[config.mk]
export PLATFORM = sky130hd
export DESIGN_NAME = noncomp_slice
export DESIGN_NICKNAME = d
export VERILOG_FILES = /design/src/hw/noncomp_pkg.sv /design/src/hw/noncomp_lane.sv /design/src/hw/noncomp_slice.sv /design/src/hw/result_pack.sv /design/src/hw/stage_pipe.sv
export SDC_FILE = /design/constraint.sdc
export NUM_CORES = 1
export LEC_CHECK = 0
export BUFFER_PORTS_ARGS = -buffer_cell sky130_fd_sc_hd__buf_2
export CAP_MARGIN = 25
export CORE_AREA = 4 4 179 181
export CTS_CLUSTER_DIAMETER = 120
export DETAILED_ROUTE_END_ITERATION = 8
export DIE_AREA = 0 0 183 185
export PLACE_DENSITY = 0.71
export REMOVE_ABC_BUFFERS = 1
export SLEW_MARGIN = 20
export SYNTH_ARGS = -nofsm -noshare
export SYNTH_HDL_FRONTEND = slang
export SYNTH_SLANG_ARGS = --single-unit
[constraint.sdc]
create_clock -name clk_i -period 6.3 [get_ports clk_i]
set_input_delay 0.945 -clock clk_i [delete_from_list [all_inputs] [get_ports clk_i]]
set_output_delay 0.945 -clock clk_i [all_outputs]
set_load 0.01 [all_outputs]
[src/hw/noncomp_pkg.sv]
package noncomp_pkg;

  // --------------------------------------------------------------------------
  // Slice geometry
  // --------------------------------------------------------------------------
  localparam int unsigned SLICE_WIDTH = 64;
  localparam int unsigned NUM_LANES   = 4;  // binary16 lanes in the datapath

  typedef enum logic [0:0] {
    FMT_FP32 = 1'b0,
    FMT_FP16 = 1'b1
  } fp_fmt_e;

  typedef enum logic [2:0] {
    OP_SGNJ  = 3'd0,
    OP_SGNJN = 3'd1,
    OP_SGNJX = 3'd2,
    OP_MIN   = 3'd3,
    OP_MAX   = 3'd4,
    OP_FLE   = 3'd5,
    OP_FLT   = 3'd6,
    OP_FEQ   = 3'd7
  } op_e;

  // IEEE exception flags, in the usual fflags order
  typedef struct packed {
    logic nv;  // Invalid operation
    logic dz;
    logic of;
    logic uf;
    logic nx;
  } status_t;

  typedef logic [7:0] tag_t;

  // --------------------------------------------------------------------------
  // Lane and sideband bundles
  // --------------------------------------------------------------------------
  typedef struct packed {
    logic [31:0] a;
    logic [31:0] b;
    op_e         op;
    fp_fmt_e     fmt;
  } lane_op_t;

  typedef struct packed {
    logic [31:0] result;
    status_t     status;
    logic        mask;   // SIMD mask bit, qualifies the status
  } lane_res_t;

  // Travels beside lane 0
  typedef struct packed {
    fp_fmt_e fmt;
    logic    vectorial;
    logic    is_cmp;
    tag_t    tag;
  } aux_t;

  function automatic int unsigned fp_width(fp_fmt_e fmt);
    return (fmt == FMT_FP32) ? 32 : 16;
  endfunction

  function automatic int unsigned num_lanes(fp_fmt_e fmt);
    return SLICE_WIDTH / fp_width(fmt);
  endfunction

endpackage

[src/hw/noncomp_lane.sv]
`timescale 1ns/10ps

module noncomp_lane #(
  parameter int unsigned NumPipeRegs = 2,
  parameter bit          LaneFp32    = 1'b1
) (
  input  logic                   clk_i,
  input  logic                   rst_i,
  input  noncomp_pkg::lane_op_t  op_i,
  input  logic                   mask_i,
  input  logic                   in_valid_i,
  output logic                   in_ready_o,
  output noncomp_pkg::lane_res_t res_o,
  output logic                   out_valid_o,
  input  logic                   out_ready_i,
  output logic                   busy_o
);

  localparam logic [31:0] QNAN_FP32 = 32'h7fc0_0000;
  localparam logic [15:0] QNAN_FP16 = 16'h7e00;

  logic                   is_fp32;  // binary32 path exists in wide lanes only
  logic [1:0][31:0]       opnd;     // [0] is a, [1] is b
  logic [1:0][30:0]       mag;
  logic [1:0]             sign;
  logic [1:0]             is_nan;
  logic [1:0]             is_snan;
  logic [1:0]             is_zero;
  logic                   both_zero, any_nan, any_snan;
  logic                   mag_lt, mag_eq;
  logic                   op_lt, op_eq, mm_a_lt_b;
  logic                   sgn_inj;
  logic [31:0]            sgnj_res, minmax_res, result;
  logic                   nv;
  noncomp_pkg::lane_res_t res_d;

  assign is_fp32 = LaneFp32 && (op_i.fmt == noncomp_pkg::FMT_FP32);
  assign opnd    = {op_i.b, op_i.a};

  // --------------------------------------------------------------------------
  // Operand classification
  // --------------------------------------------------------------------------
  always_comb begin : classify
    for (int i = 0; i < 2; i++) begin
      if (is_fp32) begin
        sign[i]    = opnd[i][31];
        mag[i]     = opnd[i][30:0];
        is_nan[i]  = (&opnd[i][30:23]) & (|opnd[i][22:0]);
        is_snan[i] = is_nan[i] & ~opnd[i][22];  // Quiet bit clear
      end else begin
        sign[i]    = opnd[i][15];
        mag[i]     = {16'b0, opnd[i][14:0]};
        is_nan[i]  = (&opnd[i][14:10]) & (|opnd[i][9:0]);
        is_snan[i] = is_nan[i] & ~opnd[i][9];
      end
      is_zero[i] = (mag[i] == '0);
    end
  end

  assign both_zero = &is_zero;
  assign any_nan   = |is_nan;
  assign any_snan  = |is_snan;
  assign mag_lt    = mag[0] < mag[1];
  assign mag_eq    = mag[0] == mag[1];

  // Ordering on non-NaN values, signed zeros are equal here
  assign op_eq = both_zero | ((sign[0] == sign[1]) & mag_eq);

  always_comb begin : ordering
    if (both_zero) begin
      op_lt = 1'b0;
    end else if (sign[0] != sign[1]) begin
      op_lt = sign[0];              // Negative side is smaller
    end else if (sign[0]) begin
      op_lt = ~mag_lt & ~mag_eq;    // Both negative, larger magnitude wins
    end else begin
      op_lt = mag_lt;
    end
  end

  // Min/max puts -0 below +0
  assign mm_a_lt_b = both_zero ? (sign[0] & ~sign[1]) : op_lt;

  // --------------------------------------------------------------------------
  // Operation results
  // --------------------------------------------------------------------------
  always_comb begin : sign_inject
    case (op_i.op)
      noncomp_pkg::OP_SGNJN: sgn_inj = ~sign[1];
      noncomp_pkg::OP_SGNJX: sgn_inj = sign[0] ^ sign[1];
      default:               sgn_inj = sign[1];
    endcase
    if (is_fp32) begin
      sgnj_res = {sgn_inj, opnd[0][30:0]};
    end else begin
      sgnj_res = {16'hffff, sgn_inj, opnd[0][14:0]};
    end
  end

  always_comb begin : min_max
    if (is_nan[0] & is_nan[1]) begin
      minmax_res = is_fp32 ? QNAN_FP32 : {16'hffff, QNAN_FP16};
    end else if (is_nan[0]) begin
      minmax_res = opnd[1];
    end else if (is_nan[1]) begin
      minmax_res = opnd[0];
    end else if ((op_i.op == noncomp_pkg::OP_MIN) == mm_a_lt_b) begin
      minmax_res = opnd[0];
    end else begin
      minmax_res = opnd[1];
    end
    if (!is_fp32) begin
      minmax_res[31:16] = '1;  // Box the half result inside the lane
    end
  end

  always_comb begin : select_result
    case (op_i.op)
      noncomp_pkg::OP_MIN, noncomp_pkg::OP_MAX: begin
        result = minmax_res;
        nv     = any_snan;
      end
      noncomp_pkg::OP_FLE: begin
        result = {31'b0, ~any_nan & (op_lt | op_eq)};
        nv     = any_nan;  // Signalling compare
      end
      noncomp_pkg::OP_FLT: begin
        result = {31'b0, ~any_nan & op_lt};
        nv     = any_nan;
      end
      noncomp_pkg::OP_FEQ: begin
        result = {31'b0, ~any_nan & op_eq};
        nv     = any_snan; // Quiet compare
      end
      default: begin
        result = sgnj_res;
        nv     = 1'b0;
      end
    endcase
  end

  always_comb begin : build_res
    res_d           = '0;
    res_d.result    = result;
    res_d.status.nv = nv;
    res_d.mask      = mask_i;
  end

  stage_pipe #(
    .NumPipeRegs ( NumPipeRegs             ),
    .PayloadT    ( noncomp_pkg::lane_res_t )
  ) u_res_pipe (
    .clk_i,
    .rst_i,
    .in_valid_i,
    .in_ready_o,
    .data_i      ( res_d ),
    .out_valid_o,
    .out_ready_i,
    .data_o      ( res_o ),
    .busy_o
  );

  // Narrow lanes only ever get binary16 work from the slice
  a_fmt_supported: assert property (@(posedge clk_i) disable iff (rst_i)
      in_valid_i |-> (LaneFp32 || op_i.fmt != noncomp_pkg::FMT_FP32));

endmodule

[src/hw/noncomp_slice.sv]
`timescale 1ns/10ps

module noncomp_slice #(
  parameter int unsigned NumPipeRegs = 2
) (
  input  logic                                  clk_i,
  input  logic                                  rst_i,
  input  logic [noncomp_pkg::SLICE_WIDTH-1:0]   operands_a_i,
  input  logic [noncomp_pkg::SLICE_WIDTH-1:0]   operands_b_i,
  input  noncomp_pkg::op_e                      op_i,
  input  noncomp_pkg::fp_fmt_e                  fmt_i,
  input  logic                                  vectorial_op_i,
  input  noncomp_pkg::tag_t                     tag_i,
  input  logic [noncomp_pkg::NUM_LANES-1:0]     simd_mask_i,
  input  logic                                  in_valid_i,
  output logic                                  in_ready_o,
  output logic [noncomp_pkg::SLICE_WIDTH-1:0]   result_o,
  output noncomp_pkg::status_t                  status_o,
  output logic                                  extension_bit_o,
  output noncomp_pkg::tag_t                     tag_o,
  output logic                                  out_valid_o,
  input  logic                                  out_ready_i,
  output logic                                  busy_o
);

  noncomp_pkg::lane_op_t  [noncomp_pkg::NUM_LANES-1:0] lane_op;
  noncomp_pkg::lane_res_t [noncomp_pkg::NUM_LANES-1:0] lane_res;
  logic [noncomp_pkg::NUM_LANES-1:0] lane_in_ready;
  logic [noncomp_pkg::NUM_LANES-1:0] lane_out_valid;  // Gated by the vector flag
  logic [noncomp_pkg::NUM_LANES-1:0] lane_busy;
  noncomp_pkg::aux_t aux_d, aux_q;
  logic              aux_in_ready, aux_busy;

  // --------------------------------------------------------------------------
  // Input side
  // --------------------------------------------------------------------------
  assign aux_d.fmt       = fmt_i;
  assign aux_d.vectorial = vectorial_op_i;
  assign aux_d.is_cmp    = op_i inside {noncomp_pkg::OP_FLE, noncomp_pkg::OP_FLT,
                                        noncomp_pkg::OP_FEQ};
  assign aux_d.tag       = tag_i;

  assign in_ready_o = lane_in_ready[0] & aux_in_ready;  // Lane 0 leads

  // Lane l sees its own element, upper bits are dropped in the lane
  always_comb begin : slice_operands
    for (int l = 0; l < int'(noncomp_pkg::NUM_LANES); l++) begin
      lane_op[l].a   = 32'(operands_a_i >> (l * noncomp_pkg::fp_width(fmt_i)));
      lane_op[l].b   = 32'(operands_b_i >> (l * noncomp_pkg::fp_width(fmt_i)));
      lane_op[l].op  = op_i;
      lane_op[l].fmt = fmt_i;
    end
  end

  for (genvar l = 0; l < noncomp_pkg::NUM_LANES; l++) begin : gen_lanes
    logic in_valid, out_valid, out_ready;

    assign in_valid = in_valid_i &
        ((l == 0) | (vectorial_op_i & (l < noncomp_pkg::num_lanes(fmt_i))));
    assign out_ready          = out_ready_i & ((l == 0) | aux_q.vectorial);
    assign lane_out_valid[l]  = out_valid & ((l == 0) | aux_q.vectorial);

    noncomp_lane #(
      .NumPipeRegs ( NumPipeRegs ),
      .LaneFp32    ( l < noncomp_pkg::num_lanes(noncomp_pkg::FMT_FP32) )
    ) u_lane (
      .clk_i,
      .rst_i,
      .op_i        ( lane_op[l]       ),
      .mask_i      ( simd_mask_i[l]   ),
      .in_valid_i  ( in_valid         ),
      .in_ready_o  ( lane_in_ready[l] ),
      .res_o       ( lane_res[l]      ),
      .out_valid_o ( out_valid        ),
      .out_ready_i ( out_ready        ),
      .busy_o      ( lane_busy[l]     )
    );

    if (l > 0) begin : gen_room_check
      // Upper lanes never hold more than lane 0, so they always have room
      a_lane_room: assert property (@(posedge clk_i) disable iff (rst_i)
          in_valid && in_ready_o |-> lane_in_ready[l]);
    end
  end

  stage_pipe #(
    .NumPipeRegs ( NumPipeRegs        ),
    .PayloadT    ( noncomp_pkg::aux_t )
  ) u_aux_pipe (
    .clk_i,
    .rst_i,
    .in_valid_i,
    .in_ready_o  ( aux_in_ready  ),
    .data_i      ( aux_d         ),
    .out_valid_o (               ),
    .out_ready_i,
    .data_o      ( aux_q         ),
    .busy_o      ( aux_busy      )
  );

  // --------------------------------------------------------------------------
  // Output side
  // --------------------------------------------------------------------------
  result_pack u_result_pack (
    .lane_res_i      ( lane_res       ),
    .aux_i           ( aux_q          ),
    .lane_valid_i    ( lane_out_valid ),
    .result_o,
    .status_o,
    .extension_bit_o
  );

  assign out_valid_o = lane_out_valid[0];
  assign tag_o       = aux_q.tag;
  assign busy_o      = (|lane_busy) | aux_busy;

endmodule

[src/hw/result_pack.sv]
`timescale 1ns/10ps

module result_pack (
  input  noncomp_pkg::lane_res_t [noncomp_pkg::NUM_LANES-1:0] lane_res_i,
  input  noncomp_pkg::aux_t                                   aux_i,
  input  logic [noncomp_pkg::NUM_LANES-1:0]                   lane_valid_i,
  output logic [noncomp_pkg::SLICE_WIDTH-1:0]                 result_o,
  output noncomp_pkg::status_t                                status_o,
  output logic                                                extension_bit_o
);

  localparam int unsigned LANES_FP32 = noncomp_pkg::num_lanes(noncomp_pkg::FMT_FP32);
  localparam int unsigned LANES_FP16 = noncomp_pkg::num_lanes(noncomp_pkg::FMT_FP16);

  logic ext_bit;

  // NaN-box FP results, zero-extend compares
  assign ext_bit         = ~aux_i.is_cmp;
  assign extension_bit_o = ext_bit;

  // --------------------------------------------------------------------------
  // Result assembly
  // --------------------------------------------------------------------------
  always_comb begin : pack_result
    result_o = {noncomp_pkg::SLICE_WIDTH{ext_bit}};  // Unused lanes take the ext bit
    if (aux_i.fmt == noncomp_pkg::FMT_FP32) begin
      for (int l = 0; l < int'(LANES_FP32); l++) begin
        if (lane_valid_i[l]) begin
          result_o[32*l +: 32] = lane_res_i[l].result;
        end
      end
    end else begin
      for (int l = 0; l < int'(LANES_FP16); l++) begin
        if (lane_valid_i[l]) begin
          result_o[16*l +: 16] = lane_res_i[l].result[15:0];
        end
      end
    end
  end

  // --------------------------------------------------------------------------
  // Status collapse
  // --------------------------------------------------------------------------
  always_comb begin : collapse_status
    status_o = '0;
    for (int l = 0; l < int'(noncomp_pkg::NUM_LANES); l++) begin
      if (lane_valid_i[l] && lane_res_i[l].mask) begin
        status_o |= lane_res_i[l].status;
      end
    end
  end

  // Compare lanes carry a single result bit
  always_comb begin : cmp_check
    for (int l = 0; l < int'(noncomp_pkg::NUM_LANES); l++) begin
      if (aux_i.is_cmp && lane_valid_i[l]) begin
        assert (lane_res_i[l].result[31:1] == '0)
          else $error("compare result in lane %0d has upper bits set", l);
      end
    end
  end

endmodule

[src/hw/stage_pipe.sv]
`timescale 1ns/10ps

module stage_pipe #(
  parameter int unsigned NumPipeRegs = 2,
  parameter type         PayloadT    = logic
) (
  input  logic    clk_i,
  input  logic    rst_i,
  input  logic    in_valid_i,
  output logic    in_ready_o,
  input  PayloadT data_i,
  output logic    out_valid_o,
  input  logic    out_ready_i,
  output PayloadT data_o,
  output logic    busy_o
);

  // Index i is the value after i register stages
  PayloadT pipe_data  [0:NumPipeRegs];
  logic    pipe_valid [0:NumPipeRegs];
  logic    pipe_ready [0:NumPipeRegs];

  assign pipe_data[0]  = data_i;
  assign pipe_valid[0] = in_valid_i;

  // Ready runs backwards, a stage moves when the next one takes or is empty
  always_comb begin : ready_chain
    pipe_ready[NumPipeRegs] = out_ready_i;
    for (int i = int'(NumPipeRegs) - 1; i >= 0; i--) begin
      pipe_ready[i] = pipe_ready[i+1] | ~pipe_valid[i+1];
    end
  end

  for (genvar i = 0; i < NumPipeRegs; i++) begin : gen_stage
    logic    valid_q;
    PayloadT data_q;
    logic    load;

    assign load = pipe_ready[i] & pipe_valid[i];  // Valid item advances

    always_ff @(posedge clk_i) begin
      if (rst_i) begin
        valid_q <= 1'b0;
      end else if (pipe_ready[i]) begin
        valid_q <= pipe_valid[i];
      end
    end

    always_ff @(posedge clk_i) begin
      if (load) begin
        data_q <= pipe_data[i];
      end
    end

    assign pipe_valid[i+1] = valid_q;
    assign pipe_data[i+1]  = data_q;
  end

  assign in_ready_o  = pipe_ready[0];
  assign out_valid_o = pipe_valid[NumPipeRegs];
  assign data_o      = pipe_data[NumPipeRegs];

  always_comb begin : busy_flag
    busy_o = 1'b0;
    for (int i = 1; i <= int'(NumPipeRegs); i++) begin
      busy_o |= pipe_valid[i];
    end
  end

  if (NumPipeRegs > 0) begin : gen_hold_check
    // A stalled output item stays put until taken
    a_hold_stall: assert property (@(posedge clk_i) disable iff (rst_i)
        out_valid_o && !out_ready_i |=> out_valid_o && $stable(data_o));
  end

endmodule

Word-level counts from Yosys, hierarchy flattened

Cells that the tools add are included.

Register bits: 240
Bits of input ports: 149
Output and inout bits: 81
Word-level logic and storage cells: 353

Multipliers: 1
Divide/modulo/power cells: 1
Order comparisons: 7
Equality and inequality tests: 23
Shifts and indexed selects: 6
Muxes and demuxes: 77
Bitwise operators: 143
Reductions and logical operators: 53

Operators by type and width:

| cell                                                | count |
|---|---|
| 2-to-1 mux 32 bit                                   | 13 |
| one-hot mux 32 bit (4 select lines)                 | 2 |
| zero test 31 bit                                    | 8 |
| 2-to-1 mux 16 bit                                   | 14 |
| one-hot mux 16 bit (4 select lines)                 | 2 |
| >> shifter 64 x 32 -> 16 bit                        | 2 |
| >> shifter 64 x 32 -> 32 bit                        | 2 |
| >> shifter 64 x 7 -> 16 bit                         | 2 |
| 2-to-1 mux 31 bit                                   | 4 |
| OR reduction 23 bit                                 | 4 |
| OR reduction 10 bit                                 | 8 |
| AND 1 bit                                           | 73 |
| < comparator 2 x 32 -> 1 bit (first input constant) | 2 |
| 2-to-1 mux 64 bit                                   | 1 |
| == test 31 bit                                      | 2 |
| < comparator 31 bit                                 | 2 |
| AND reduction 5 bit                                 | 8 |
| NOT 1 bit                                           | 39 |
| divider 7 x 32 -> 32 bit (first input constant)     | 1 |
| < comparator 1 x 32 -> 1 bit (first input constant) | 1 |
| multiplier 2 x 32 -> 32 bit (first input constant)  | 1 |
| AND reduction 8 bit                                 | 4 |
| == test 15 bit                                      | 2 |
| < comparator 15 bit                                 | 2 |
| other kinds (18)                                    | 112 |

Longest topological paths before layout

Gate-level depths: netlist of the first run.

Depth in word-level cells: 17
Mapped depth: 22
Mapped depth without buffers: 14

Hierarchy

From an unflattened synthesis of the first run, not the netlist that was laid out.

Cell total of the unflattened synthesis: 1670
Area, all modules: 19353.6 um^2

By module, submodules not included:

| module                                           | instances | cells each | area an instance (um^2) | sequential area each (um^2) |
|---|---|---|---|---|
| stage_pipe at gen_lanes[0].u_lane.u_res_pipe ... | 4         | 87         | 2391.0                  | 2322.2 |
| noncomp_lane at gen_lanes[0].u_lane ...          | 2         | 315        | 2144.6                  | 0.0 |
| noncomp_lane at gen_lanes[2].u_lane ...          | 2         | 142        | 1028.5                  | 0.0 |
| noncomp_slice                                    | 1         | 179        | 1456.4                  | 0.0 |
| result_pack                                      | 1         | 196        | 1217.4                  | 0.0 |
| stage_pipe at u_aux_pipe                         | 1         | 33         | 769.5                   | 700.7 |

Worst setup path before layout of the first run

OpenSTA, ideal clock, no wires.

Kind: input port to flip-flop
From: input port fmt_i
To: register gen_lanes[3].u_lane.u_res_pipe.gen_stage[0].data_q[8] (netlist name), data pin
Setup time: 0.266 ns
Arrival time: 5.151 ns
Data required time: 6.034 ns
Slack: 0.883 ns
Stages on the path: 22
Path buffers: 10
Path through: buf_6 buf_6 buf_4 buf_2 buf_2 buf_2 buf_1 clkbuf_1 buf_1 nand2_1 ha_1 nor2b_1 o21ai_0 a21oi_1 o31a_1 o311ai_1 mux2i_1 nor4_4 buf_6 mux2i_1 a2bb2oi_1 nor2_1

Word-level cells in the longest chain between the ends: 16
Elaborated cells on any way between the ends: 32
Those cells by class: mul: 1; order compare: 1; eq/ne: 3; shift: 2; mux: 10; bitwise: 8; reduce/logical: 7

RTL lines:

| element                                               | line                                     | text |
|---|---|---|
| start: declaration                                    | noncomp_slice.sv:11                      | `input noncomp_pkg::fp_fmt_e fmt_i,` |
| 2-to-1 mux 6 bit (*)                                  | noncomp_pkg.sv:61                        | `return (fmt == FMT_FP32) ? 32 : 16;` |
| multiplier 2 x 32 -> 32 bit (*)                       | noncomp_slice.sv:48, noncomp_slice.sv:49 |  |
| >> shifter 64 x 32 -> 16 bit (on tied branches)       | noncomp_slice.sv:48, noncomp_slice.sv:49 |  |
| < comparator 15 bit or == test 15 bit (tied branches) | noncomp_lane.sv:63, noncomp_lane.sv:64   |  |
| NOT 1 bit                                             | noncomp_lane.sv:75                       | `op_lt = ~mag_lt & ~mag_eq;` |
| AND 1 bit                                             | noncomp_lane.sv:75                       |  |
| 2-to-1 mux 1 bit                                      | noncomp_lane.sv:74                       | `end else if (sign[0]) begin` |
| 2-to-1 mux 1 bit                                      | noncomp_lane.sv:72                       | `end else if (sign[0] != sign[1]) begin` |
| 2-to-1 mux 1 bit                                      | noncomp_lane.sv:70                       | `if (both_zero) begin` |
| 2-to-1 mux 1 bit                                      | noncomp_lane.sv:82                       | `assign mm_a_lt_b = both_zero ? (sign[0] & ~sign[1]) : op_lt;` |
| == test 1 bit                                         | noncomp_lane.sv:107                      | `end else if ((op_i.op == noncomp_pkg::OP_MIN) == mm_a_lt_b) begin` |
| 2-to-1 mux 16 bit                                     | noncomp_lane.sv:107                      |  |
| 2-to-1 mux 16 bit                                     | noncomp_lane.sv:105                      | `end else if (is_nan[1]) begin` |
| 2-to-1 mux 16 bit                                     | noncomp_lane.sv:103                      | `end else if (is_nan[0]) begin` |
| 2-to-1 mux 16 bit                                     | noncomp_lane.sv:101                      | `if (is_nan[0] & is_nan[1]) begin` |
| one-hot mux 16 bit (4 select lines) (*)               | noncomp_lane.sv:118                      | `case (op_i.op)` |
| net gen_lanes[3].u_lane.result[2]                     | noncomp_lane.sv:33                       | `logic [31:0] sgnj_res, minmax_res, result;` |
| end signal: assignment                                | stage_pipe.sv:51                         | `data_q <= pipe_data[i];` |
| end: declaration                                      | stage_pipe.sv:36                         | `PayloadT data_q;` |

The timed path passes the listed nets; every way through them passes the cells marked *.
A chain may end at the register's enable or synchronous reset.

Worst setup path after layout of the first run

From: input port fmt_i
To: register gen_lanes[2].u_lane.u_res_pipe.gen_stage[0].data_q[6] (netlist name), data pin

Word-level cells in the longest chain between the ends: 15
Elaborated cells on any way between the ends: 40
Those cells by class: order compare: 1; eq/ne: 4; shift: 2; mux: 10; bitwise: 15; reduce/logical: 8

RTL lines:

| element                                               | line |
|---|---|
| 2-to-1 mux 6 bit (*)                                  | noncomp_pkg.sv:61 |
| >> shifter 64 x 7 -> 16 bit (on tied branches)        | noncomp_slice.sv:48, noncomp_slice.sv:49 |
| < comparator 15 bit or == test 15 bit (tied branches) | noncomp_lane.sv:63, noncomp_lane.sv:64 |
| NOT 1 bit                                             | noncomp_lane.sv:75 |
| AND 1 bit                                             | noncomp_lane.sv:75 |
| 2-to-1 mux 1 bit                                      | noncomp_lane.sv:74 |
| 2-to-1 mux 1 bit                                      | noncomp_lane.sv:72 |
| 2-to-1 mux 1 bit                                      | noncomp_lane.sv:70 |
| 2-to-1 mux 1 bit                                      | noncomp_lane.sv:82 |
| == test 1 bit                                         | noncomp_lane.sv:107 |
| 2-to-1 mux 16 bit                                     | noncomp_lane.sv:107 |
| 2-to-1 mux 16 bit                                     | noncomp_lane.sv:105 |
| 2-to-1 mux 16 bit                                     | noncomp_lane.sv:103 |
| 2-to-1 mux 16 bit                                     | noncomp_lane.sv:101 |
| one-hot mux 16 bit (4 select lines) (*)               | noncomp_lane.sv:118 |
| net gen_lanes[2].u_lane.result[0]                     | noncomp_lane.sv:33 |
| end signal: assignment                                | stage_pipe.sv:51 |
| end: declaration                                      | stage_pipe.sv:36 |

Marked as above.

==> summary.json, run 1 <==
{
  "sta": {
    "slew_violations": 0,
    "whs_ns": 0.4107,
    "fin_setup_tns_ns": 0,
    "tightest_slew_ns": 1.159,
    "fin_crit_sh": 0.8458,
    "report.final.hold_viol_count": 0,
    "final-setup-viol-count": 0,
    "timing.max_slew.rel_slack": 0.2168,
    "timing.final.crit_period_ns": 5.329,
    "clock_skew_ns": 0.02103,
    "maxClockFrequency_mhz": 187.7,
    "grt_setup_unrepaired": "no"
  },
  "placement": {
    "routabilityCongestion": 1.009,
    "hpwl_mm": 40.21,
    "io_buffers": 225
  },
  "clock_network": {
    "clk_root_buffer_cell": "clkbuf_16",
    "cts.sink_count": 240,
    "cts_max_path_buffers": 3,
    "clkSlewWorstSetupHoldPaths_ns": 0.06,
    "clock_tree.htree_level_count": 1,
    "post_cts.resized_instances": 0,
    "clk-insertion-delay-late_ns": 0.53,
    "tritoncts.num_buffers": 26,
    "cts_post_setup_buffers_inserted": 0,
    "tritoncts": "yes",
    "cts_hold_repair.buffers": 0
  },
  "setup_path": {
    "critical_path.cell_chain": "buf_6 -> buf_4 -> buf_4 -> nand2_1 -> ha_1 -> nand4_1 -> nor3_1 -> o21ai_0 -> and4b_1 -> a211o_1 -> a31oi_1 -> xnor2_1 -> o21bai_1 -> buf_4 -> mux2_2 -> o221ai_1",
    "crit_path_class": "in2reg",
    "critPathMaxStageDelay_ns": 0.51,
    "timing.critical_path.slowest_stage_cell": "buf_4",
    "worstPathArrival_ns": 5.63,
    "cp_common_cell": "buf_4",
    "cp_max_fo": 68,
    "cp_data_required_time_ns": 6.60,
    "crit_path_start_kind": "input port",
    "worst_setup_path_end_kind": "register"
  },
  "drt": {
    "postRouteWirelength_mm": 51.28,
    "detailroute.via_count": 13010,
    "antenna_left": 0,
    "route.detailed.wl_per_inst_um": 24.74,
    "drt_pre_antenna_iters": 6,
    "drt-vias-per-instance": 6.274,
    "drt_first_iter_violations": 1804,
    "route.detailed.drc": 0
  },
  "yosys": {
    "synth_sequential_area_ratio": 0.4743,
    "ys.warnings.count": 0,
    "synthCells": 1455,
    "synthSimpleGateAreaFrac": 0.1767,
    "synth_top_family_by_area": "compound AO/OA/AOI/OAI gates",
    "synth_enable_flop_cells": 230,
    "yosysUniqueCellTypes": 81,
    "asyncSetResetFlopFracSynth": 0,
    "synth.ff_latch_count": 240,
    "synth.mux.area_fraction": 0.04376,
    "syn_avg_cell_area_um2": 10.30,
    "adder_and_majority_gate_portion_of_the_synthesized_area": 0.08017,
    "syn_area_mm2": 0.01498,
    "synth-compound-area-share": 0.1802,
    "ys.flop_type": "edfxtp_1",
    "post_synth_xor_area_fraction": 0.001754
  },
  "floorplanning": {
    "floorplan.initialDensity": 0.4924,
    "die_area_mm2": 0.03386,
    "die-width_um": 183,
    "die_h_um": 185,
    "core-area_mm2": 0.03043,
    "floorplan.io_pins": 230,
    "fp-row-count": 64
  },
  "final_layout": {
    "final_common_cell": "edfxtp_1",
    "nets": 1901,
    "area_growth_syn_to_layout_pct": 15.92,
    "layout_cells_sized_above_1": 0.2118,
    "final_cell_mix": "edfxtp_1 (230), buf_2 (224), nand2_1 (164), nor2_1 (108), ha_1 (96)"
  },
  "global_routing": {
    "grt_first_pass_wirelength_mm": 75.55,
    "antenna_found_initial": 5,
    "grt_remaining_overflow": 0,
    "grt_usage": 0.2906,
    "grt_pass1_vias": 12400,
    "grt_start_max_net_pins": 69
  },
  "min_path": {
    "worst_hold_path_class": "reg2reg"
  },
  "power_and_ir_drop": {
    "worst_ir_drop_on_vdd_v": 0.0001795,
    "power_density_mw_per_mm2": 238.9,
    "power_leakage_nw": 6.988
  },
  "run": {
    "cap_viol_max_count": 0
  },
  "outcome": {
    "status": "completed"
  }
}
==> critical path: cells and delay by family <==
family,cells,cell delay (ns)
buffers and inverters,4,1.65
AOI/OAI and AO/OA,5,1.20
and+or+nand+nor,4,0.94
muxes,1,0.36
adders and majority gates,1,0.35
xor gates and xnor gates,1,0.11
==> final timing paths <==
check	startpoint	end	slack, ns	cells after the start
worst max-delay path	fmt_i	register	0.97	16
worst min-delay path	register	gen_lanes[1].u_lane.u_res_pipe.data_o[33]	0.41	0
worst max register to register	u_aux_pipe.data_o[9]	register	4.09	3
worst min register to register	register	gen_lanes[1].u_lane.u_res_pipe.data_o[33]	0.41	0
==> through the flow <==
| stage | instance area, um2 | worst slack (ns) | power (mW) | utilization | instances |
|---|---|---|---|---|---|
| after detailed placement | 16540 | 0.6086 | 2.743 | 0.5435 | 2022 |
| after CTS | 17340 | 1.125 | 4.148 | 0.5699 | 2070 |
| after floorplan | 14570 | 1.265 | 2.373 | - | 1372 |
| after global routing | 17370 | 0.7173 | 4.314 | 0.5707 | 2072 |
| final | 17370 | 0.9712 | 4.150 | 0.5708 | 2073 |
| after global placement | 16440 | 0.5262 | 2.723 | 0.5403 | 2016 |
==> Yosys cell counts, types with 11 or more instances <==
cell | count | share of area
a21o_1 | 33 | 0.017
a21oi_1 | 79 | 0.026
a221o_1 | 35 | 0.023
a22o_1 | 14 | 0.0082
and2_1 | 29 | 0.012
buf_2 | 12 | 0.0040
buf_4 | 13 | 0.0065
clkbuf_1 | 46 | 0.012
edfxtp_1 | 230 | 0.46
ha_1 | 96 | 0.080
inv_1 | 58 | 0.015
mux2_2 | 24 | 0.018
mux2i_1 | 34 | 0.023
nand2_1 | 164 | 0.041
nand2b_1 | 11 | 0.0046
nand3_1 | 36 | 0.012
nand4_1 | 27 | 0.011
nor2_1 | 109 | 0.027
nor2b_1 | 49 | 0.020
nor3_1 | 26 | 0.0087
nor4_1 | 25 | 0.010
nor4b_1 | 11 | 0.0064
o211ai_1 | 15 | 0.0075
o21ai_0 | 38 | 0.013
o21ai_1 | 32 | 0.011
o22ai_1 | 43 | 0.018
==> per-layer routing <==
layer / global-route usage / share of wire / routed length, um / vias to the layer above
met4: 0.07956 / 0.026 / 1340 / 0
met1: 0.4265 / 0.43 / 22070 / 6236
met3: 0.05401 / 0.10 / 5236 / 87
met5: 0 / 0 / 0 / -
met2: 0.4451 / 0.44 / 22630 / 749
li1: - / - / - / 5933
==> cell families (layout without fill, tap and decap cells) <==
| kind of cell | count (synthesis) | in the layout |
|---|---|---|
| other | 1 | 5 |
| AND/OR/NAND/NOR | 528 | 528 |
| AO/OA/AOI/OAI | 382 | 382 |
| multiplexers | 61 | 61 |
| XOR/XNOR | 3 | 3 |
| flip-flops | 240 | 240 |
| adder cells (fa/ha/maj) | 96 | 96 |
| buffers and inverters | 144 | 362 |
==> where the power goes <==
group | switching [mW] | total [mW] | leakage [nW] | internal [mW]
Clock | 0.593 | 1.41 | 0.396 | 0.822
Combinational | 0.527 | 0.838 | 4.40 | 0.311
Sequential | 0.0416 | 1.90 | 2.20 | 1.86
==> flip-flops by register name, summed over array words and instances (netlist names) <==
name / cells
gen_lanes.u_lane.u_res_pipe.data_o: 104
gen_lanes.u_lane.u_res_pipe.gen_stage.data_q: 104
u_aux_pipe.data_o: 11
u_aux_pipe.gen_stage.data_q: 11
gen_lanes.u_lane.u_res_pipe.gen_stage.valid_q: 4
gen_lanes.u_lane.u_res_pipe.out_valid_o: 4
u_aux_pipe.gen_stage.valid_q: 1
u_aux_pipe.out_valid_o: 1
==> cell type report <==
cell class,count,area [um2]
Tap cell,396,495.5
Clock inverter,17,112.6
Multi-Input combinational cell,1074,7326
Timing Repair Buffer,256,1416
Inverter,58,217.7
Sequential cell,240,7107
Clock buffer,31,690.7
Antenna cell,1,2.502
Fill cell,2683,13060
No activity file was read; power rests on OpenSTA's default activity.
==> run 2, diff against run 1 <==
- PLACE_DENSITY: 0.71 -> 0.73
- clock period: 6.3 -> 4.6 ns (I/O delays scaled with it)
==> run 2 against run 1 <==
Register-to-register slack got worse by 1.7 ns. Combinational power rose by 44%. Routed wire length rose by 1.1%. Count of clock-buffer cells in the layout fell by 2. Sequential share of layout area fell by 0.91 points. Clock skew fell by 0.0092 ns. Flip-flop and latch count did not move. Total power rose by 41%. Via count rose by 2.8%. Cell area rose by 2.3%. Worst setup slack got worse by 0.46 ns. Sequential power rose by 36%.
==> summary.json, run 2 (synthesis results as in run 1) <==
{
  "clock_network": {
    "post_cts.resized_instances": {"value": 0, "change": "unchanged"},
    "clock_tree.htree_level_count": {"value": 1, "change": "unchanged"},
    "tritoncts": {"value": "yes", "change": "unchanged"},
    "clkSlewWorstSetupHoldPaths": {"value": 0.06, "unit": "ns", "change": "about the same"},
    "cts_post_setup_buffers_inserted": {"value": 0, "change": "unchanged"},
    "cts.sink_count": {"value": 240, "change": "unchanged"},
    "tritoncts.num_buffers": {"value": 26, "change": "unchanged"},
    "cts_hold_repair.buffers": {"value": 0, "change": "unchanged"},
    "clk_root_buffer_cell": {"value": "clkbuf_16", "change": "unchanged"},
    "clk-insertion-delay-late": {"value": 0.53, "unit": "ns", "change": "about the same"},
    "cts_max_path_buffers": {"value": 3, "change": "unchanged"}
  },
  "setup_path": {
    "critPathMaxStageDelay": {"value": 0.60, "unit": "ns", "change": "was 0.51 ns"},
    "r2r-end": "gen_lanes[1].u_lane.u_res_pipe.data_o[31]",
    "cp_max_fo": {"value": 30, "change": "was 68"},
    "crit_path_start_kind": {"value": "input port", "change": "unchanged"},
    "rr_startpoint": {"value": "u_aux_pipe.data_o[9]", "change": "unchanged"},
    "cp_data_required_time": {"value": 4.86, "unit": "ns", "change": "was 6.60 ns"},
    "worstPathArrival": {"value": 4.35, "unit": "ns", "change": "was 5.63 ns"},
    "reg2reg_depth": {"value": 3, "change": "unchanged"},
    "critical-path-top-delay-family": {"value": "buffers and inverters", "change": "unchanged"},
    "timing.critical_path.slowest_stage_cell": {"value": "nor4_1", "change": "was buf_4"},
    "crit_path_class": {"value": "in2reg", "change": "unchanged"},
    "critical_path.cell_chain": {"value": "buf_6 -> buf_12 -> buf_4 -> mux2_4 -> ha_1 -> nand4_1 -> nor4_1 -> buf_4 -> nand2_1 -> o211ai_1 -> and4bb_1 -> nor3_2 -> buf_4 -> a21o_1 -> buf_4 -> nand2_1 -> o21ai_1", "change": "was buf_6 -> buf_4 -> buf_4 -> nand2_1 -> ha_1 -> nand4_1 -> nor3_1 -> o21ai_0 -> and4b_1 -> a211o_1 -> a31oi_1 -> xnor2_1 -> o21bai_1 -> buf_4 -> mux2_2 -> o221ai_1"},
    "worst_setup_path_end_kind": {"value": "register", "change": "unchanged"},
    "cp_common_cell": {"value": "buf_4", "change": "unchanged"},
    "slack_of_the_worst_reg_to_reg_path": {"value": 2.40, "unit": "ns", "change": "was 4.09 ns"},
    "critPathBufInv": {"value": 6, "change": "was 4"}
  },
  "global_routing": {
    "globalRouteMet1Util": {"value": 0.4209, "change": "was 0.4265"},
    "grt_pass1_vias": {"value": 12600, "change": "was 12400"},
    "grt_start_max_net_pins": {"value": 46, "change": "was 69"},
    "busiest_layer": {"value": "met2", "change": "unchanged"},
    "antenna_found_initial": {"value": 3, "change": "was 5"},
    "grt_usage": {"value": 0.2930, "change": "was 0.2906"},
    "groute.layer.met2.usage": {"value": 0.4662, "change": "was 0.4451"},
    "global_route.usage.met3": {"value": 0.04694, "change": "was 0.05401"},
    "grt_remaining_overflow": {"value": 0, "change": "unchanged"},
    "grt_first_pass_wirelength": {"value": 76.22, "unit": "mm", "change": "was 75.55 mm"}
  },
  "placement": {
    "io_buffers": {"value": 225, "change": "unchanged"},
    "hpwl": {"value": 40.68, "unit": "mm", "change": "was 40.21 mm"},
    "pre_cts_ws": {"value": 0.1051, "unit": "ns", "change": "was 0.6086 ns"},
    "routabilityCongestion": {"value": 1.032, "change": "was 1.009"}
  },
  "power_and_ir_drop": {
    "power_density": {"value": 329.3, "unit": "mW/mm2", "change": "was 238.9 mW/mm2"},
    "power.total": {"value": 5.850, "unit": "mW", "change": "was 4.150 mW"},
    "worst_ir_drop_on_vdd": {"value": 0.0002251, "unit": "V", "change": "was 0.0001795 V"},
    "power_leakage": {"value": 7.200, "unit": "nW", "change": "was 6.988 nW"}
  },
  "floorplanning": {
    "floorplan.initialDensity": {"value": 0.4924, "change": "unchanged"},
    "die_h": {"value": 185, "unit": "um", "change": "unchanged"},
    "core-area": {"value": 0.03043, "unit": "mm2", "change": "unchanged"},
    "die-width": {"value": 183, "unit": "um", "change": "unchanged"},
    "floorplan.io_pins": {"value": 230, "change": "unchanged"},
    "fp-row-count": {"value": 64, "change": "unchanged"},
    "die_area": {"value": 0.03386, "unit": "mm2", "change": "unchanged"}
  },
  "sta": {
    "timing.final.crit_period_ns": 4.089,
    "final-setup-viol-count": {"value": 0, "change": "unchanged"},
    "grt_setup_unrepaired": {"value": "no", "change": "unchanged"},
    "slew_violations": {"value": 0, "change": "unchanged"},
    "worst_slack": {"value": 0.5110, "unit": "ns", "change": "was 0.9712 ns"},
    "whs": {"value": 0.3333, "unit": "ns", "change": "was 0.4107 ns"},
    "timing.max_slew.rel_slack": {"value": 0.3259, "change": "was 0.2168"},
    "clock_skew": {"value": 0.01180, "unit": "ns", "change": "was 0.02103 ns"},
    "tightest_slew": {"value": 0.9970, "unit": "ns", "change": "was 1.159 ns"},
    "maxClockFrequency_mhz": 244.6,
    "fin_crit_sh": 0.8889,
    "report.final.hold_viol_count": {"value": 0, "change": "unchanged"},
    "fin_setup_tns": {"value": 0, "unit": "ns", "change": "unchanged"}
  },
  "final_layout": {
    "final_cell_mix": {"value": "edfxtp_1 (230), buf_2 (224), nand2_1 (164), nor2_1 (108), ha_1 (96)", "change": "unchanged"},
    "layout.core_utilization": {"value": 0.5837, "change": "was 0.5708"},
    "layout_cells_sized_above_1": {"value": 0.2292, "change": "was 0.2118"},
    "final_common_cell": {"value": "edfxtp_1", "change": "unchanged"},
    "nets": {"value": 1935, "change": "was 1901"},
    "num-fill-cells": {"value": 2623, "change": "was 2683"},
    "area_growth_syn_to_layout": {"value": 18.55, "unit": "%", "change": "was 15.92%"}
  },
  "min_path": {
    "hold_startpoint": "simd_mask_i[3]",
    "worst_hold_path.num_cells": {"value": 1, "change": "was 0"},
    "worst_hold_path_class": {"value": "in2reg", "change": "was reg2reg"}
  },
  "drt": {
    "drt_first_iter_violations": {"value": 1859, "change": "was 1804"},
    "postRouteWirelength": {"value": 51.84, "unit": "mm", "change": "was 51.28 mm"},
    "antenna_left": {"value": 0, "change": "unchanged"},
    "drt-vias-per-instance": {"value": 6.346, "change": "was 6.274"},
    "route.detailed.wl_per_inst": {"value": 24.60, "unit": "um", "change": "was 24.74 um"},
    "drt_pre_antenna_iters": {"value": 6, "change": "unchanged"},
    "detailroute.via_count": {"value": 13370, "change": "was 13010"},
    "route.detailed.drc": {"value": 0, "change": "unchanged"}
  },
  "outcome": {
    "status": {"value": "completed", "change": "unchanged"}
  },
  "run": {
    "cap_viol_max_count": {"value": 0, "change": "unchanged"}
  }
}
## run 2: cell types whose count changed in the layout (fill, tap and decap cells not counted), moves of 2 or more
cell	before	now
clkinv_1	9	6
buf_4	26	54
clkbuf_1	4	2
clkinv_4	2	0
clkinvlp_4	0	4
buf_12	0	8
buf_6	4	2
## run 2: where the power goes
| group | switching (mW) | total, mW | internal (mW) |
|---|---|---|---|
| Combinational | 0.741 | 1.21 | 0.468 |
| Clock | 0.861 | 2.05 | 1.19 |
| Sequential | 0.0482 | 2.59 | 2.54 |
## run 2: layer usage
metal | routed length (um) | vias to the layer above | part of all wire
li1 | - | 6010 | -
met1 | 21470 | 6353 | 0.41
met2 | 23170 | 868 | 0.45
met3 | 5529 | 141 | 0.11
met4 | 1667 | 0 | 0.032
met5 | 0 | - | 0
## run 2: through the flow
| stage | instance area, um2 | cells |
|---|---|---|
| finish | 17760 | 2107 |
| global route | 17760 | 2107 |
| floorplan | 14570 | 1372 |
| global placement | 16820 | 2054 |
| detailed placement | 16880 | 2056 |
| CTS | 17730 | 2104 |
## run 2: final cells by class
| class | instances | area (um2) | share of cell area |
|---|---|---|---|
| multi-input cells | 1074 | 7323 | 0.4123 |
| flip-flops and latches | 240 | 7107 | 0.4001 |
| repair buffers | 290 | 1764 | 0.09932 |
| clock buffers | 29 | 683.2 | 0.03846 |
| well taps | 396 | 495.5 | 0.02790 |
| inverters | 58 | 217.7 | 0.01226 |
| clock inverters | 19 | 168.9 | 0.009510 |
| diodes | 1 | 2.502 | 0.0001409 |
## run 2: worst max path at each step
| stage | start | endpoint | cells past startpoint | slack (ns) |
|---|---|---|---|---|
| after CTS | fmt_i | register | 17 | 0.61 |
| after detailed placement | fmt_i | register | 17 | 0.11 |
| after global routing | fmt_i | register | 15 | 0.30 |
| after floorplan | fmt_i | register | 13 | -0.18 |
| after global placement | fmt_i | register | 17 | 0.17 |
| final | fmt_i | register | 17 | 0.51 |
==> run 3, diff against run 2 <==
==> constraint.sdc (replaced) <==
create_clock -name clk_i -period 4.6 [get_ports clk_i]
set_input_delay 1.38 -clock clk_i [delete_from_list [all_inputs] [get_ports clk_i]]
set_output_delay 1.38 -clock clk_i [all_outputs]
set_load 0.01 [all_outputs]
==> run 3 against run 2 <==
Count of clock-buffer cells in the layout rose by 4. Routed wire length rose by 7.5%. Non-clock buffer count rose by 268. First-iteration DRC count fell by 6.0%. Worst setup slack got worse by 0.48 ns. Die area did not move. Cell area rose by 12%. Final cell count rose by 13%. Worst hold slack improved by 0.078 ns. Largest cell class unchanged. Highest routed layer is now met5.
==> summary.json, run 3 (synthesis results as in run 1) <==
{
  "global_routing": {
    "antenna_found_initial": {"value": 2, "change": "was 3"},
    "grt_start_max_net_pins": {"value": 35, "change": "was 46"},
    "grt_first_pass_wirelength": {"value": 82.47, "unit": "mm", "change": "was 76.22 mm"},
    "grt_usage": {"value": 0.3176, "change": "was 0.2930"},
    "grt_remaining_overflow": {"value": 0, "change": "unchanged"},
    "grt_pass1_vias": {"value": 14000, "change": "was 12600"}
  },
  "placement": {
    "io_buffers": {"value": 225, "change": "unchanged"},
    "placement.cell_area": {"value": 0.01882, "unit": "mm2", "change": "was 0.01688 mm2"},
    "placed_cells_incl_taps": {"value": 2321, "change": "was 2056"},
    "routabilityCongestion": {"value": 1.049, "change": "was 1.032"},
    "hpwl": {"value": 44.65, "unit": "mm", "change": "was 40.68 mm"}
  },
  "setup_path": {
    "worst_setup_path_end_kind": {"value": "register", "change": "unchanged"},
    "timing.critical_path.slowest_stage_cell": {"value": "or3_1", "change": "was nor4_1"},
    "cp_common_cell": {"value": "buf_4", "change": "unchanged"},
    "critical-path-top-delay-family": {"value": "buffers and inverters", "change": "unchanged"},
    "critPathMaxStageDelay": {"value": 0.37, "unit": "ns", "change": "was 0.60 ns"},
    "cp_data_required_time": {"value": 4.88, "unit": "ns", "change": "was 4.86 ns"},
    "crit_path_class": {"value": "in2reg", "change": "unchanged"},
    "crit_path_start_kind": {"value": "input port", "change": "unchanged"},
    "critPathBufInv": {"value": 7, "change": "was 6"},
    "worstPathArrival": {"value": 4.85, "unit": "ns", "change": "was 4.35 ns"},
    "critical_path.cell_chain": {"value": "buf_6 -> buf_16 -> buf_4 -> mux2i_2 -> ha_1 -> nand4_1 -> buf_4 -> nand2b_1 -> a31oi_2 -> or3_1 -> a211oi_2 -> nor3_2 -> buf_6 -> a21o_1 -> buf_12 -> nand2_1 -> o211ai_1 -> buf_4", "change": "was buf_6 -> buf_12 -> buf_4 -> mux2_4 -> ha_1 -> nand4_1 -> nor4_1 -> buf_4 -> nand2_1 -> o211ai_1 -> and4bb_1 -> nor3_2 -> buf_4 -> a21o_1 -> buf_4 -> nand2_1 -> o21ai_1"},
    "cp_max_fo": {"value": 16, "change": "was 30"}
  },
  "drt": {
    "drt_first_iter_violations": {"value": 1747, "change": "was 1859"},
    "drt_pre_antenna_iters": {"value": 6, "change": "unchanged"},
    "postRouteWirelength": {"value": 55.71, "unit": "mm", "change": "was 51.84 mm"},
    "route.detailed.wl_per_inst": {"value": 23.46, "unit": "um", "change": "was 24.60 um"},
    "route.detailed.drc": {"value": 0, "change": "unchanged"},
    "antenna_left": {"value": 0, "change": "unchanged"},
    "drt-vias-per-instance": {"value": 6.090, "change": "was 6.346"},
    "detailroute.via_count": {"value": 14460, "change": "was 13370"}
  },
  "sta": {
    "final-setup-viol-count": {"value": 0, "change": "unchanged"},
    "fin_setup_tns": {"value": 0, "unit": "ns", "change": "unchanged"},
    "maxClockFrequency": {"value": 219.0, "unit": "MHz", "change": "was 244.6 MHz"},
    "whs": {"value": 0.4115, "unit": "ns", "change": "was 0.3333 ns"},
    "clock_skew": {"value": 0.01006, "unit": "ns", "change": "was 0.01180 ns"},
    "grt_setup_unrepaired": {"value": "yes", "change": "was no"},
    "timing.final.crit_period": {"value": 4.566, "unit": "ns", "change": "was 4.089 ns"},
    "timing.max_slew.rel_slack": {"value": 0.3268, "change": "was 0.3259"},
    "fin_crit_sh": {"value": 0.9927, "change": "was 0.8889"},
    "report.final.hold_viol_count": {"value": 0, "change": "unchanged"},
    "slew_violations": {"value": 0, "change": "unchanged"},
    "tightest_slew": {"value": 1.008, "unit": "ns", "change": "was 0.9970 ns"}
  },
  "floorplanning": {
    "floorplan.initialDensity": {"value": 0.4924, "change": "unchanged"},
    "core-area": {"value": 0.03043, "unit": "mm2", "change": "unchanged"},
    "fp-row-count": {"value": 64, "change": "unchanged"},
    "die_area": {"value": 0.03386, "unit": "mm2", "change": "unchanged"},
    "die_h": {"value": 185, "unit": "um", "change": "unchanged"},
    "floorplan.io_pins": {"value": 230, "change": "unchanged"},
    "die-width": {"value": 183, "unit": "um", "change": "unchanged"}
  },
  "power_and_ir_drop": {
    "worst_ir_drop_on_vdd": {"value": 0.0002188, "unit": "V", "change": "was 0.0002251 V"},
    "netSwitchingPower": {"value": 1.715, "unit": "mW", "change": "was 1.651 mW"},
    "cellInternalPower": {"value": 4.514, "unit": "mW", "change": "was 4.199 mW"},
    "switching_part_of_the_total_power": {"value": 0.2754, "change": "was 0.2822"},
    "share_of_total_power_in_sequential_cells": {"value": 0.416, "change": "was 0.443"},
    "power_density": {"value": 312.5, "unit": "mW/mm2", "change": "was 329.3 mW/mm2"},
    "power_leakage": {"value": 8.545, "unit": "nW", "change": "was 7.200 nW"},
    "combPwrFrac": {"value": 0.235, "change": "was 0.207"},
    "share_clk_of_total_power": {"value": 0.349, "change": "was 0.351"}
  },
  "final_layout": {
    "layout_cells_sized_above_1": {"value": 0.3434, "change": "was 0.2292"},
    "nets": {"value": 2203, "change": "was 1935"},
    "area_growth_syn_to_layout": {"value": 33.03, "unit": "%", "change": "was 18.55%"},
    "layout.core_utilization": {"value": 0.6550, "change": "was 0.5837"},
    "num-fill-cells": {"value": 2438, "change": "was 2623"},
    "post_layout_nonfiller_instances": {"value": 2374, "change": "was 2107"},
    "final_cell_mix": {"value": "buf_4 (321), edfxtp_1 (230), buf_2 (224), nand2_1 (164), nor2_1 (106)", "change": "was edfxtp_1 (230), buf_2 (224), nand2_1 (164), nor2_1 (108), ha_1 (96)"},
    "fin_area": {"value": 0.01993, "unit": "mm2", "change": "was 0.01776 mm2"},
    "area.sequential": {"value": 0.007107, "unit": "mm2", "change": "unchanged"},
    "final_common_cell": {"value": "buf_4", "change": "was edfxtp_1"},
    "multiInputGateArea": {"value": 0.007443, "unit": "mm2", "change": "was 0.007323 mm2"}
  },
  "clock_network": {
    "cts_max_path_buffers": {"value": 3, "change": "unchanged"},
    "tritoncts": {"value": "yes", "change": "unchanged"},
    "clk_root_buffer_cell": {"value": "clkbuf_16", "change": "unchanged"},
    "clkSlewWorstSetupHoldPaths": {"value": 0.06, "unit": "ns", "change": "about the same"},
    "clk-insertion-delay-late": {"value": 0.53, "unit": "ns", "change": "about the same"},
    "clock_tree.htree_level_count": {"value": 1, "change": "unchanged"},
    "cts_hold_repair.buffers": {"value": 0, "change": "unchanged"},
    "tritoncts.num_buffers": {"value": 26, "change": "unchanged"},
    "cts.sink_count": {"value": 240, "change": "unchanged"}
  },
  "min_path": {
    "worst_hold_path_class": {"value": "reg2reg", "change": "was in2reg"}
  },
  "run": {
    "cap_viol_max_count": {"value": 0, "change": "unchanged"}
  },
  "outcome": {
    "status": {"value": "completed", "change": "unchanged"}
  }
}
run 3: per-stage QoR:
stage,worst slack [ns],total power [mW]
2_1_floorplan,-0.8696,3.250
3_3_place_gp,-0.8474,3.990
3_5_place_dp,-0.7417,4.027
4_1_cts,0.07162,6.189
5_1_grt,-0.02926,6.459
6_report,0.03361,6.229
run 3: cell type report:
type                            instances  share of cell area
Tap cell                              396             0.02486
Sequential cell                       240              0.3566
Antenna cell                            1           0.0001255
Multi-Input combinational cell       1074              0.3734
Clock inverter                         14            0.009542
Inverter                               58             0.01092
Timing Repair Buffer                  558              0.1890
Clock buffer                           33             0.03553
run 3: worst reg2reg max path, cell delays in order (launching register included):
cell,delay (ns)
edfxtp_1,0.52
nand2_1,0.42
a31oi_4,0.30
buf_4,0.50
run 3: what timing repair did:
action | CTS | global route
cloned | 0 | 1
pin swaps | 0 | 7
buffers inserted | 0 | 4
setup endpoints to repair | 24 | 63
resized for setup | 2 | 28
run 3: path summary, 6_finish.rpt:
| path | slack [ns] | to | startpoint | cells past startpoint |
|---|---|---|---|---|
| worst min register to register | 0.41 | gen_lanes[0].u_lane.u_res_pipe.data_o[11] | register | 0 |
| worst max register to register | 2.46 | register | u_aux_pipe.data_o[9] | 3 |
| worst max-delay path | 0.03 | register | fmt_i | 18 |
| worst min-delay path | 0.41 | gen_lanes[0].u_lane.u_res_pipe.data_o[11] | register | 0 |
run 3: routing by layer:
metal | wire, um | GRT usage
met4 | 1702 | 0.09327
met5 | 21 | 0
met3 | 5490 | 0.05951
met1 | 23470 | 0.4520
met2 | 25020 | 0.4996
run 3: power by group through the flow:
stage	Combinational, mW	Sequential, mW	Clock [mW]
finish	1.47	2.59	2.17
detailed placement	1.39	2.63	0
CTS	1.40	2.59	2.20
floorplan	0.635	2.61	0
global placement	1.36	2.63	0
global route	1.57	2.60	2.29
